`src/design/cacheTagSettings.svh`:
```
`ifndef CACHE_TAG_SETTINGS_SVH
`define CACHE_TAG_SETTINGS_SVH

// Geometry of the tag store. The way logic is written for four ways.

`define SET_WIDTH 8  // 256 sets.

`define TAG_WIDTH 21  // upper address bits kept per line.

`define WAY_COUNT 4

`endif

```
`src/design/cacheTagPkg.sv`:
```
`include "cacheTagSettings.svh"

package cacheTagPkg;

  typedef logic [`SET_WIDTH-1:0] setIdx_t;
  typedef logic [`TAG_WIDTH-1:0] tag_t;
  typedef logic [$clog2(`WAY_COUNT)-1:0] way_t;

  // a stored entry keeps the tag in the low bits with valid and dirty above it and zeros on top.
  typedef logic [31:0] tagEntry_t;

  localparam int validBit = `TAG_WIDTH;
  localparam int dirtyBit = `TAG_WIDTH + 1;

  typedef enum logic [2:0] {
    stIdle,
    stProbe,  // row read is in flight.
    stEvict,  // row is out, victim is chosen and reported.
    stWrite,  // new entry goes into the victim way.
    stFlush   // one set is cleared per cycle.
  } refillState_t;

endpackage

```
`src/design/tagReplaceIf.sv`:
```
`include "cacheTagSettings.svh"

interface tagReplaceIf;

  logic                   sel;  // replacement side owns the array while high.
  cacheTagPkg::setIdx_t   readAddress;
  cacheTagPkg::way_t      readChannel;
  cacheTagPkg::tagEntry_t readData;
  cacheTagPkg::setIdx_t   writeAddress;
  cacheTagPkg::way_t      writeChannel;
  logic                   writeEnable;
  cacheTagPkg::tagEntry_t writeData;
  logic                   isHaveFreeBlock;
  cacheTagPkg::way_t      freeBlockNum;

  modport ctrl (
    output sel, readAddress, readChannel,
    output writeAddress, writeChannel, writeEnable, writeData,
    input  readData, isHaveFreeBlock, freeBlockNum
  );

  modport store (
    input  sel, readAddress, readChannel,
    input  writeAddress, writeChannel, writeEnable, writeData,
    output readData, isHaveFreeBlock, freeBlockNum
  );

endinterface

```
`src/design/tagRefillCtrl.sv`:
```
`include "cacheTagSettings.svh"

module tagRefillCtrl (
  input  logic                 clk,
  input  logic                 rstN,
  input  logic                 refillStart,
  input  cacheTagPkg::setIdx_t refillSet,
  input  cacheTagPkg::tag_t    refillTag,
  input  logic                 flushStart,
  output logic                 busy,
  output logic                 refillDone,
  output cacheTagPkg::way_t    refillWay,
  output logic                 evictValid,
  output cacheTagPkg::tag_t    evictTag,
  output logic                 evictDirty,
  output logic                 flushDone,
  tagReplaceIf.ctrl            rep
);

  cacheTagPkg::refillState_t state;
  cacheTagPkg::setIdx_t      setQ;
  cacheTagPkg::tag_t         tagQ;
  cacheTagPkg::setIdx_t      flushCnt;
  cacheTagPkg::way_t         rrPtr;
  cacheTagPkg::way_t         victim;
  cacheTagPkg::way_t         victimQ;
  cacheTagPkg::tagEntry_t    newEntry;
  logic                      startRefill;
  logic                      startFlush;
  logic                      inFlush;

  // busy also covers the cycle that reports the refill.
  assign busy = (state != cacheTagPkg::stIdle) || refillDone;
  assign startRefill = !busy && refillStart;
  assign startFlush = !busy && flushStart && !refillStart;  // refill has priority.
  assign inFlush = state == cacheTagPkg::stFlush;

  assign victim = rep.isHaveFreeBlock ? rep.freeBlockNum : rrPtr;

  always_comb begin
    newEntry = '0;
    newEntry[`TAG_WIDTH-1:0] = tagQ;
    newEntry[cacheTagPkg::validBit] = 1'b1;
  end

  assign rep.sel = state != cacheTagPkg::stIdle;
  assign rep.readAddress = setQ;
  assign rep.readChannel = victim;
  assign rep.writeAddress = inFlush ? flushCnt : setQ;
  assign rep.writeChannel = victimQ;
  assign rep.writeEnable = inFlush || (state == cacheTagPkg::stWrite);
  assign rep.writeData = inFlush ? '0 : newEntry;  // a zero entry clears the whole row.

  always_ff @(posedge clk) begin
    if (!rstN) begin
      state <= cacheTagPkg::stIdle;
      rrPtr <= '0;
      flushCnt <= '0;
      refillDone <= 1'b0;
      flushDone <= 1'b0;
    end else begin
      refillDone <= 1'b0;
      flushDone <= 1'b0;
      case (state)
        cacheTagPkg::stIdle: begin
          if (startRefill) begin
            state <= cacheTagPkg::stProbe;
          end else if (startFlush) begin
            state <= cacheTagPkg::stFlush;
            flushCnt <= '0;
          end
        end
        cacheTagPkg::stProbe: begin
          state <= cacheTagPkg::stEvict;
        end
        cacheTagPkg::stEvict: begin
          state <= cacheTagPkg::stWrite;
          if (!rep.isHaveFreeBlock) begin
            rrPtr <= rrPtr + 1'b1;  // pointer moves only when a valid line is pushed out.
          end
        end
        cacheTagPkg::stWrite: begin
          state <= cacheTagPkg::stIdle;
          refillDone <= 1'b1;
        end
        cacheTagPkg::stFlush: begin
          flushCnt <= flushCnt + 1'b1;
          if (&flushCnt) begin
            state <= cacheTagPkg::stIdle;
            flushDone <= 1'b1;
          end
        end
        default: begin
          state <= cacheTagPkg::stIdle;
        end
      endcase
    end
  end

  always_ff @(posedge clk) begin
    if (startRefill) begin
      setQ <= refillSet;
      tagQ <= refillTag;
    end
    if (state == cacheTagPkg::stEvict) begin
      victimQ <= victim;
      evictValid <= rep.readData[cacheTagPkg::validBit];
      evictTag <= rep.readData[`TAG_WIDTH-1:0];
      evictDirty <= rep.readData[cacheTagPkg::dirtyBit];
    end
  end

  assign refillWay = victimQ;

endmodule

```
`src/flat_wrapper.sv`:
```
// flat-port wrapper written by rule: the top's interface ports become plain ports
module tagRefillCtrl_flat 
  (clk, rstN, refillStart, refillSet, refillTag, flushStart, busy, refillDone, refillWay, evictValid, evictTag, evictDirty, flushDone, rep_sel, rep_readAddress, rep_readChannel, rep_writeAddress, rep_writeChannel, rep_writeEnable, rep_writeData, rep_readData, rep_isHaveFreeBlock, rep_freeBlockNum);
  tagReplaceIf rep_i ();
  input  logic clk;
  input  logic rstN;
  input  logic refillStart;
  input  cacheTagPkg::setIdx_t refillSet;
  input  cacheTagPkg::tag_t refillTag;
  input  logic flushStart;
  output logic busy;
  output logic refillDone;
  output cacheTagPkg::way_t refillWay;
  output logic evictValid;
  output cacheTagPkg::tag_t evictTag;
  output logic evictDirty;
  output logic flushDone;
  output wire logic [$bits(rep_i.sel)-1:0] rep_sel;
  output wire logic [$bits(rep_i.readAddress)-1:0] rep_readAddress;
  output wire logic [$bits(rep_i.readChannel)-1:0] rep_readChannel;
  output wire logic [$bits(rep_i.writeAddress)-1:0] rep_writeAddress;
  output wire logic [$bits(rep_i.writeChannel)-1:0] rep_writeChannel;
  output wire logic [$bits(rep_i.writeEnable)-1:0] rep_writeEnable;
  output wire logic [$bits(rep_i.writeData)-1:0] rep_writeData;
  input wire logic [$bits(rep_i.readData)-1:0] rep_readData;
  input wire logic [$bits(rep_i.isHaveFreeBlock)-1:0] rep_isHaveFreeBlock;
  input wire logic [$bits(rep_i.freeBlockNum)-1:0] rep_freeBlockNum;
  assign rep_sel = rep_i.sel;
  assign rep_readAddress = rep_i.readAddress;
  assign rep_readChannel = rep_i.readChannel;
  assign rep_writeAddress = rep_i.writeAddress;
  assign rep_writeChannel = rep_i.writeChannel;
  assign rep_writeEnable = rep_i.writeEnable;
  assign rep_writeData = rep_i.writeData;
  assign rep_i.readData = rep_readData;
  assign rep_i.isHaveFreeBlock = rep_isHaveFreeBlock;
  assign rep_i.freeBlockNum = rep_freeBlockNum;
  tagRefillCtrl u_core (.clk(clk), .rstN(rstN), .refillStart(refillStart), .refillSet(refillSet), .refillTag(refillTag), .flushStart(flushStart), .busy(busy), .refillDone(refillDone), .refillWay(refillWay), .evictValid(evictValid), .evictTag(evictTag), .evictDirty(evictDirty), .flushDone(flushDone), .rep(rep_i));
endmodule
```
`config.mk`:
```
export PLATFORM = sky130hd
export DESIGN_NAME = tagRefillCtrl_flat
export DESIGN_NICKNAME = d
export VERILOG_FILES = /design/src/design/cacheTagPkg.sv /design/src/design/tagReplaceIf.sv /design/src/design/tagRefillCtrl.sv /design/src/flat_wrapper.sv
export VERILOG_INCLUDE_DIRS = /design/src /design/src/design
export SDC_FILE = /design/constraint.sdc
export NUM_CORES = 1
export LEC_CHECK = 0
export ABC_AREA = 1
export BUFFER_PORTS_ARGS = -buffer_cell sky130_fd_sc_hd__buf_2
export CORE_MARGIN = 8
export CORE_UTILIZATION = 44
export DETAILED_ROUTE_END_ITERATION = 6
export HOLD_SLACK_MARGIN = 0.08
export PLACE_DENSITY = 0.84
export SKIP_LAST_GASP = 1
export SYNTH_ARGS = -nofsm -noshare
export SYNTH_HDL_FRONTEND = slang
export SYNTH_SLANG_ARGS = --single-unit
```
`constraint.sdc`:
```
create_clock -name clk -period 3 [get_ports clk]
set_input_delay 0.15 -clock clk [delete_from_list [all_inputs] [get_ports clk]]
set_output_delay 0.15 -clock clk [all_outputs]
set_load 0.01 [all_outputs]
```
After elaboration in Yosys (flattened, before gate mapping)
Index checks and enable logic that the tools add are counted.
- flip-flop bits (word level): 69
- bits of input ports: 68
- output and inout bits: 82
- word-level logic and storage cells: 49
- add/subtract/negate cells: 2
- equal/unequal tests: 8
- multiplexer cells: 12
- bitwise logic cells: 1
- reductions and logical operators: 15
- operators with widths (cell ; count):
    8-bit two-way mux ; 3
    22-bit two-way mux ; 1
    8-bit one-hot mux with 2 select lines ; 1
    3-bit one-hot mux with 4 select lines ; 1
    3-bit two-way mux ; 3
    8-bit by 1-bit adder with 8-bit output, second input constant ; 1
    8-bit AND reduction ; 1
    3-bit by 2-bit equality test with 1-bit output, second input constant ; 2
    2-bit AND reduction ; 3
    2-bit != test, second input constant ; 2
    3-bit by 1-bit equality test with 1-bit output, second input constant ; 1
    3-bit equality test, second input constant ; 1
    1-bit logical AND ; 3
    3-bit zero test ; 1
    3-bit by 1-bit != test with 1-bit output, second input constant ; 1
    3-bit AND reduction ; 1
    3-bit nonzero test ; 1
    2-bit by 1-bit adder with 2-bit output, second input constant ; 1
    1-bit zero test ; 2
    1-bit logical OR ; 2
    1-bit two-way mux ; 2
    2-bit two-way mux ; 1
    2-bit by 1-bit != test with 1-bit output, second input constant ; 1
    2-bit nonzero test ; 1
    1-bit inverter ; 1

Longest topological paths before layout
Gate-level depths: netlist (run 1).
- word-level depth: 8
- mapped depth: 8
- depth with buffers taken out: 7

Worst setup path before layout (run 1)
Ideal clock, no wire load.
- path type: reg2reg
- from: register u_core.state[0]
- to: register u_core.setQ[0] (netlist: u_core.rep.readAddress[0]) (enable)
- library setup time: 417 ps
- arrival: 1957 ps
- required time: 2583 ps
- path slack: 626 ps
- stages on the path, launching flop included: 4
- path buffers: 0
- period minus slack after synthesis: 2374 ps
- cell sequence: dfxtp_1 nor2_2 nand3_2 nor2_1
- word-level cells in the longest chain between the ends: 4
- ends and longest elaborated chain (what ; RTL line ; source):
    start: declaration ; tagRefillCtrl.sv:20 ; cacheTagPkg::refillState_t state;
    start signal: assignment ; tagRefillCtrl.sv:56 ; state <= cacheTagPkg::stIdle;
    start signal: assignment ; tagRefillCtrl.sv:67 ; state <= cacheTagPkg::stProbe;
    start signal: assignment ; tagRefillCtrl.sv:69 ; state <= cacheTagPkg::stFlush;
    3-bit nonzero test ; tagRefillCtrl.sv:33 ; assign busy = (state != cacheTagPkg::stIdle) || refillDone;
    1-bit logical OR ; tagRefillCtrl.sv:33 ;
    named net busy ; flat_wrapper.sv:11 ; output logic busy;
    1-bit zero test ; tagRefillCtrl.sv:34 ; assign startRefill = !busy && refillStart;
    1-bit logical AND ; tagRefillCtrl.sv:34 ;
    end signal: assignment ; tagRefillCtrl.sv:102 ; setQ <= refillSet;
    end: declaration ; tagRefillCtrl.sv:21 ; cacheTagPkg::setIdx_t setQ;
The timed path passes the listed nets, and every way through them passes these cells.
A chain may end at the register's enable or synchronous reset.

Worst setup path in the final report (run 1)
- from: register u_core.state[2]
- to: output rep_writeAddress[7]
- word-level cells in the longest chain between the ends: 2
- ends and longest elaborated chain (what ; RTL line ; source):
    3-bit equality test ; tagRefillCtrl.sv:36 ; assign inFlush = state == cacheTagPkg::stFlush;
    8-bit two-way mux ; tagRefillCtrl.sv:49 ; assign rep.writeAddress = inFlush ? flushCnt : setQ;
    end: declaration ; flat_wrapper.sv:21 ; output wire logic [$bits(rep_i.writeAddress)-1:0] rep_writeAddress;
Every way passes these cells.

==> impl_metrics.ini, run 1 <==
[run_status]
outcome = complete, no violations

[logic_synthesis]
yosys.area.top_type = edfxtp_1
syn_area_per_cell_sq_um = 11.5
synthCells = 239
synth_top_area_frac = 0.592
netlist_area_sq_um = 2740
async_flop_share = 0
synth_area_leaders = edfxtp_1 (59%), dfxtp_1 (11%), inv_1 (5.3%)
synthTopCellsByCount = edfxtp_1 (54), inv_1 (39), nor2_1 (29)
synth_cell_types = 27
synth_most_common_cell = edfxtp_1
synth_ff_type = edfxtp_1
yosys_warnings = 0
synth_edf_count = 54
ys_seq_elements = 69
synth_seq_area_share = 0.702

[route]
drc = 0
first_iter_violations = 103
wirelength_mm = 7.68
dr.pass1.iters = 4
num_vias = 2301
via_per_inst = 4.57
antenna_left = 0
post_drt_wl_per_cell_microns = 15.2

[power_and_ir_drop]
power_density_nw_per_um2 = 534
power.leakage_nw = 1.84
vdd_drop_max_mv = 0.382
finalPower_mw = 2.18

[setup_path]
crit_required_ps = 2850
arrival_ps = 2120
r2r_setup_slack_ps = 1090
cp-start-kind = flip-flop
crit_path_end_kind = output pin
path_max_fanout = 32
critPathKind = flip-flop to output pin

[sta]
hold_viol_final = 0
post-route-period-util = 0.756
drv_slew = 0
relSlewSlack = 0.351
setup_violations = 0
rsz0062_at_grt = no
tns_ps = 0
tightest_slew_ps = 972
finClkSkew_ps = 7.01
fmax_mhz = 441
finalCriticalPeriod_ps = 2270

[finish]
area_growth_pct = 48.8
layout-drive-gt1-share = 0.361
fillerInstances = 440
nets = 494
fin_util = 0.684
diodes = 0
design_area_sq_um = 4080
fin_cells = 504

[floorplanning]
dieArea_sq_um = 9010
die_x_microns = 94.9
core-area_sq_um = 5960
die_y_microns = 94.9
start_util = 0.460
rows = 28
num_io_pins = 150

[clocking]
cts.clk_slew.worst_paths_ps = 60
cts_tree = built
post_cts_buffers = 0
numCtsBuffers = 9
h-tree-depth = 3
cts.repair.resized = 0
hold_buffers = 52
clockRootBuffer = clkbuf_8
cts_buffer_depth = 2
clk_latency_ps = 330
cts.sinks = 69

[flow_run]
maxCapViolations = 0

[global_routing]
grt_pass1_wl_mm = 12.0
grt_pass1_vias = 2388
grt_start_max_net_pins = 33
grtUsageTotal = 0.173
overflow = 0
antenna_found_initial = 0

[placed_design]
place_congestion = 0.840
port_buffers = 130
place_area_sq_um = 3410
dp_hpwl_mm = 4.98
dp.cells = 437

[min_path]
hold_class = input port to flip-flop
[worst paths after layout]
| kind | to | cells after the start | from |
|---|---|---|---|
| hold / removal | u_core.state[0] | 2 | rstN |
| hold reg to reg | u_core.flushCnt[7] | 2 | u_core.flushCnt[7] |
| setup reg to reg | u_core.rrPtr[0] | 6 | u_core.state[2] |
| setup / recovery | rep_writeAddress[7] | 5 | u_core.state[2] |
[metrics by stage]
| stage | hold slack [ps] | setup WS [ps] |
|---|---|---|
| floorplan | 249 | 626 |
| global placement | 326 | 1080 |
| detailed placement | 328 | 1050 |
| CTS | 120 | 689 |
| global route | 132 | 534 |
| finish | 134 | 732 |
[critical path, stage by stage, from the launching register on]
cell and delay (ps):
dfxtp_1 330, inv_1 120, nor2_4 590, inv_2 310
o21ai_0 270, buf_2 170
[cell type report]
| type | instances | area [sq um] | area share |
|---|---|---|---|
| Multi-Input combinational cell | 119 | 568 | 0.139 |
| Clock inverter | 4 | 16.3 | 0.00399 |
| Inverter | 42 | 158 | 0.0387 |
| Timing Repair Buffer | 184 | 1190 | 0.291 |
| Sequential cell | 69 | 1920 | 0.472 |
| Tap cell | 75 | 93.8 | 0.0230 |
| Clock buffer | 11 | 131 | 0.0322 |
[logic make-up (layout without fill, tap and decap cells)]
| group | Yosys count | in the layout | synth area share |
|---|---|---|---|
| buffers and inverters | 60 | 241 | 0.104 |
| AND/OR/NAND/NOR | 83 | 83 | 0.139 |
| flip-flops | 69 | 69 | 0.702 |
| AO/OA/AOI/OAI | 25 | 25 | 0.0493 |
| other | 1 | 10 | 0.00137 |
| adder cells (fa/ha/maj) | 1 | 1 | 0.00457 |
[power by group]
part	total [mW]	leakage [nW]	switching (mW)	internal (mW)
Clock	0.597	0.0757	0.311	0.286
Combinational	0.429	1.14	0.250	0.179
Sequential	1.15	0.625	0.0273	1.12
Total	2.18	1.84	0.588	1.59
[layer usage]
layer | GRT usage | routed length (microns) | up-vias
li1 | - | - | 1136
met1 | 0.183 | 2930 | 1050
met2 | 0.302 | 3810 | 107
met3 | 0.0722 | 855 | 8
met4 | 0.0624 | 77 | 0
met5 | 0 | 0 | -
[sequential cells by signal, indices dropped and copies added (netlist names)]
name / flops
u_core.evictTag: 21
u_core.tagQ: 21
u_core.flushCnt: 8
u_core.rep.readAddress: 8
u_core.state: 3
u_core.refillWay: 2
u_core.rrPtr: 2
u_core.evictDirty: 1
u_core.evictValid: 1
u_core.flushDone: 1
u_core.refillDone: 1
[cell usage in the layout, fill, tap and decap left out]
cell | Yosys | routed
dfxtp_1 | 15 | 15
edfxtp_1 | 54 | 54
nand3_2 | 1 | 1
buf_4 | 13 | 2
a21oi_1 | 10 | 10
nor2_2 | 3 | 4
nor4_2 | 1 | 1
o21ai_0 | 11 | 11
a21oi_2 | 1 | 1
nand2_2 | 2 | 2
clkbuf_1 | 1 | 2
ha_1 | 1 | 1
nor3_1 | 1 | 1
clkinv_1 | 0 | 3
nor2_1 | 29 | 28
o21a_1 | 1 | 1
clkbuf_8 | 0 | 9
clkinv_2 | 0 | 1
nand3_1 | 22 | 22
nor4_1 | 1 | 1
inv_2 | 3 | 3
buf_2 | 3 | 130
dlygate4sd3_1 | 0 | 52
nand4_1 | 1 | 1
conb_1 | 1 | 10
a31oi_1 | 1 | 1
o31ai_1 | 1 | 1
inv_1 | 39 | 39
nand2_1 | 21 | 21
nor2_4 | 1 | 1
(Power assumes the default switching activity.)
==> run 2, diff against run 1 <==
--- a/config.mk
+++ b/config.mk
@@ -9,10 +9,10 @@
 export ABC_AREA = 1
 export BUFFER_PORTS_ARGS = -buffer_cell sky130_fd_sc_hd__buf_2
 export CORE_MARGIN = 8
-export CORE_UTILIZATION = 44
+export CORE_UTILIZATION = 40
 export DETAILED_ROUTE_END_ITERATION = 6
 export HOLD_SLACK_MARGIN = 0.08
-export PLACE_DENSITY = 0.84
+export PLACE_DENSITY = 0.81
 export SKIP_LAST_GASP = 1
 export SYNTH_ARGS = -nofsm -noshare
 export SYNTH_HDL_FRONTEND = slang
==> constraint.sdc (replaced) <==
create_clock -name clk -period 1.8 [get_ports clk]
set_input_delay 0.09 -clock clk [delete_from_list [all_inputs] [get_ports clk]]
set_output_delay 0.09 -clock clk [all_outputs]
set_load 0.01 [all_outputs]
==> run 2 against run 1 <==
  * Global-route usage fell by 2.4 points
  * Largest power group unchanged
  * Power increased by 90%
  * Sequential share of layout area decreased by 1.7 points
  * Hold slack got worse by 42 ps
  * Non-clock buffer count is 3 higher
  * Cell count grew 1.8%
  * Critical path type unchanged
  * Via count increased by 2.0%
  * Critical endpoint is now rep_writeAddress[1]
  * Setup slack got worse by 570 ps
  * Clock power rose by 150%
==> impl_metrics.ini, run 2 (synthesis gave the netlist of run 1 again) <==
[sta]
relSlewSlack = 0.612
tightest_slew_ps = 577
finClkSkew_ps = 3.91
hold_ws_ps = 92.6
fmax_mhz = 610
drv_slew = 0
timing.final.ws_setup_ps = 162
tns_ps = 0
finalCriticalPeriod_ps = 1640
post-route-period-util = 0.910
hold_viol_final = 0
rsz0062_at_grt = no
setup_violations = 0

[setup_path]
crit_top_cell = nand2_1
r2r_end = u_core.state[2]
critPathLaunch = u_core.state[0]
critPathTopFamily = buffers and inverters
crit_required_ps = 1710
r2r_start = u_core.flushCnt[0]
slowest_delay_ps = 350
path_buf_inv = 3
arrival_ps = 1550
path_max_fanout = 30
r2r_setup_slack_ps = 400
crit_chain = inv_2 -> nand2_2 -> nor2_4 -> buf_4 -> nand2_1 -> nand2_1 -> buf_2
critPathKind = flip-flop to output pin
reg2reg_depth = 6
cp-start-kind = flip-flop
crit_path_end_kind = output pin
cpMaxStageDelayCell = dfxtp_1

[min_path]
hold_start = rep_freeBlockNum[1]
holdPathStages = 3
hold_class = input port to flip-flop
hold_path_end = u_core.refillWay[1]

[placed_design]
port_buffers = 130
dp.cells = 443
place_area_sq_um = 3450
dp_slack_ps = 416
place_congestion = 0.776
dp_hpwl_mm = 5.04

[finish]
nets = 497
area_growth_pct = 54.5
diodes = 0
top_regs = u_core.evictTag (21), u_core.tagQ (21)
layout_commonest_cell = buf_2
final_cell_mix = buf_2 (130), dlygate4sd3_1 (54), edfxtp_1 (54), inv_1 (39), nor2_1 (28)
fin_util = 0.630
fin_cells = 513
fillerInstances = 519
design_area_sq_um = 4230
layout-drive-gt1-share = 0.372

[clocking]
h-tree-depth = 3
cts.sinks = 69
post_cts_buffers = 0
cts.clk_slew.worst_paths_ps = 70
hold_buffers = 54
cts_tree = built
cts_buffer_depth = 2
clk_latency_ps = 330
clockRootBuffer = clkbuf_8
numCtsBuffers = 9
cts.repair.resized = 0

[floorplanning]
dieArea_sq_um = 9750
start_util = 0.408
rows = 30
core-area_sq_um = 6720
die_x_microns = 98.7
num_io_pins = 150
die_y_microns = 98.7

[global_routing]
grt_start_max_net_pins = 31
overflow = 0
grt_pass1_vias = 2435
antenna_found_initial = 0
grt_pass1_wl_mm = 11.4
grtUsageTotal = 0.149

[run_status]
outcome = complete, no violations

[route]
post_drt_wl_per_cell_microns = 14.3
antenna_left = 0
wirelength_mm = 7.34
drc = 0
first_iter_violations = 82
num_vias = 2346
dr.pass1.iters = 4
via_per_inst = 4.57

[power_and_ir_drop]
power.leakage_nw = 1.90
power_density_nw_per_um2 = 978
vdd_drop_max_mv = 0.698
finalPower_mw = 4.14

[flow_run]
maxCapViolations = 0
-- run 2: cell types whose count changed in the layout (fill, tap and decap cells not counted), sizes merged --
| cell | delta |
|---|---|
| bufinv | +3 |
| dlygate4sd3 | +2 |
| clkbuf | -1 |
| clkinvlp | +1 |
| clkinv | -2 |
| buf | +1 |
-- run 2: per-layer routing --
layer,global-route usage,up-vias,share of wire
li1,-,1142,-
met1,0.152,1061,0.39
met2,0.253,131,0.47
met3,0.0719,12,0.12
met4,0.0638,0,0.019
met5,0,-,0
-- run 2: layout make-up --
class | instances | area (sq um) | area share
flip-flops and latches | 69 | 1920 | 0.454
inverters | 42 | 158 | 0.0373
clock inverters | 6 | 111 | 0.0263
clock buffers | 10 | 128 | 0.0302
multi-input cells | 119 | 573 | 0.135
repair buffers | 187 | 1240 | 0.293
well taps | 80 | 100 | 0.0237
-- run 2: worst max path at each step --
| stage | to | slack, ps | cells after the start |
|---|---|---|---|
| floorplan | u_core.rrPtr[0] | 200 | 6 |
| global placement | u_core.rep.readAddress[0] | 430 | 4 |
| detailed placement | u_core.flushCnt[7] | 420 | 7 |
| CTS | rep_writeAddress[1] | 130 | 7 |
| global route | rep_writeAddress[0] | 1 | 6 |
| finish | rep_writeAddress[1] | 160 | 7 |
-- run 2: worst register-to-register path, delay by kind of cell (launching register included) --
kind / cells / cell delay, ps
AO/OA/AOI/OAI: 2 / 230
adder cells (fa/ha/maj): 1 / 230
flip-flops: 1 / 400
AND/OR/NAND/NOR: 3 / 430
-- run 2: report_power, final --
group / switching [mW] / internal [mW]
clock network: 0.563 / 0.921
registers: 0.0439 / 1.87
logic: 0.417 / 0.322
==> run 3, diff against run 2 <==
--- a/config.mk
+++ b/config.mk
@@ -8,6 +8,8 @@
 export LEC_CHECK = 0
 export ABC_AREA = 1
 export BUFFER_PORTS_ARGS = -buffer_cell sky130_fd_sc_hd__buf_2
+export CAP_MARGIN = 20
+export CORE_ASPECT_RATIO = 1.2
 export CORE_MARGIN = 8
 export CORE_UTILIZATION = 40
 export DETAILED_ROUTE_END_ITERATION = 6
==> run 3 against run 2 <==
  * Hold slack better by 8.9 ps
  * Cell count is 1.4% higher
  * Sequential power hardly changed
  * Fmax is 2.9% higher
  * Critical path type unchanged
  * Largest cell class unchanged
  * Clock skew is 6.6 ps higher
  * Non-clock buffer count stayed put
==> impl_metrics.ini, run 3 (synthesis gave the netlist of run 1 again) <==
[sta]
drv_slew = 0
rsz0062_at_grt = no
timing.final.ws_setup_ps = 208
tns_ps = 0
finClkSkew_ps = 10.5
tightest_slew_ps = 530
post-route-period-util = 0.885
finalCriticalPeriod_ps = 1590
hold_ws_ps = 102
hold_viol_final = 0
fmax_mhz = 628
setup_violations = 0
relSlewSlack = 0.644

[finish]
regArea_sq_um = 1920
diodes = 0
layout_commonest_cell = buf_2
nets = 497
final_cell_mix = buf_2 (130), edfxtp_1 (54), dlygate4sd3_1 (53), inv_1 (39), nor2_1 (28)
fin_util = 0.627
design_area_sq_um = 4220
layout-drive-gt1-share = 0.374
multi_input_comb_area_sq_um = 573
top_regs = u_core.evictTag (21), u_core.tagQ (21)
fillerInstances = 551
area_growth_pct = 54.1

[power_and_ir_drop]
power_frac_seq = 0.472
power_frac_clock = 0.344
p_switching_mw = 1.07
swShare = 0.265
vdd_drop_max_mv = 0.610
power_frac_comb = 0.184
internal-power_mw = 2.98
power.leakage_nw = 1.89
power_density_nw_per_um2 = 959

[clocking]
cts.clk_slew.worst_paths_ps = 70
numCtsBuffers = 9
clockRootBuffer = clkbuf_8
clk_latency_ps = 340
cts_tree = built
h-tree-depth = 3
cts_buffer_depth = 2
cts.sinks = 69

[floorplanning]
rows = 33
die_x_microns = 91.5
dieArea_sq_um = 9760
start_util = 0.407
num_io_pins = 150
core-area_sq_um = 6730
die_y_microns = 107

[global_routing]
grt_pass1_wl_mm = 11.9
overflow = 0
grt_start_max_net_pins = 30
grtUsageTotal = 0.155
grt_pass1_vias = 2486
antenna_found_initial = 0

[route]
first_iter_violations = 100
antenna_left = 0
drc = 0
num_vias = 2317
via_per_inst = 4.46
post_drt_wl_per_cell_microns = 14.6
dr.pass1.iters = 5
wirelength_mm = 7.57

[placed_design]
dp_slack_ps = 398
port_buffers = 130
place_congestion = 0.784
place_area_sq_um = 3470
dp_hpwl_mm = 5.15

[setup_path]
arrival_ps = 1500
r2r_start = u_core.flushCnt[0]
cp-start-kind = flip-flop
crit_path_end_kind = output pin
critPathKind = flip-flop to output pin
critPathLaunch = u_core.state[1]
r2r_setup_slack_ps = 390
path_max_fanout = 17
crit_required_ps = 1710

[min_path]
hold_start = rep_freeBlockNum[0]
hold_class = input port to flip-flop

[run_status]
outcome = complete, no violations

[flow_run]
maxCapViolations = 0
==> run 3: through the flow <==
stage          power [mW]  std cells
5_1_grt              4.24        520
3_5_place_dp         2.61        451
3_3_place_gp         2.59        451
2_1_floorplan        2.31        248
4_1_cts              4.09        520
6_report             4.05        520
==> run 3: final timing paths <==
kind,end,cells after the start
worst min register to register,u_core.flushCnt[7],2
worst max register to register,u_core.state[2],6
worst max-delay path,rep_writeAddress[0],7
worst min-delay path,u_core.refillWay[0],3
==> run 3: power by group through the flow <==
stage,clock (mW),combinational (mW),sequential (mW)
floorplan,0,0.332,1.97
global placement,0,0.645,1.94
detailed placement,0,0.657,1.95
CTS,1.42,0.751,1.91
global route,1.48,0.827,1.92
finish,1.39,0.745,1.91
==> run 3: worst max-delay path, cell delays in order, from the launching register on <==
cell and delay, ps:
dfxtp_1 350, inv_2 80, nand2_2 80, nor2_4 140, buf_4 240, nor2_1 60, nor2_1 90, buf_2 130
==> run 3: repair_timing <==
| action | CTS | global route |
|---|---|---|
| hold buffers | 53 | 0 |
| setup buffers | 0 | 0 |
| endpoints found under the setup margin | 0 | 2 |
| gates resized for setup | 0 | 3 |
| endpoints found under the hold margin | 59 | 0 |
==> run 3: metal layers <==
metal,part of all wire,track usage
met5,0,0
met3,0.10,0.0734
met2,0.50,0.274
met1,0.38,0.153
met4,0.018,0.0657
==> run 3: layout make-up <==
type	count	share of cell area
multi-input cells	119	0.136
flip-flops and latches	69	0.455
inverters	42	0.0379
well taps	87	0.0258
clock buffers	9	0.0293
clock inverters	7	0.0231
repair buffers	187	0.293
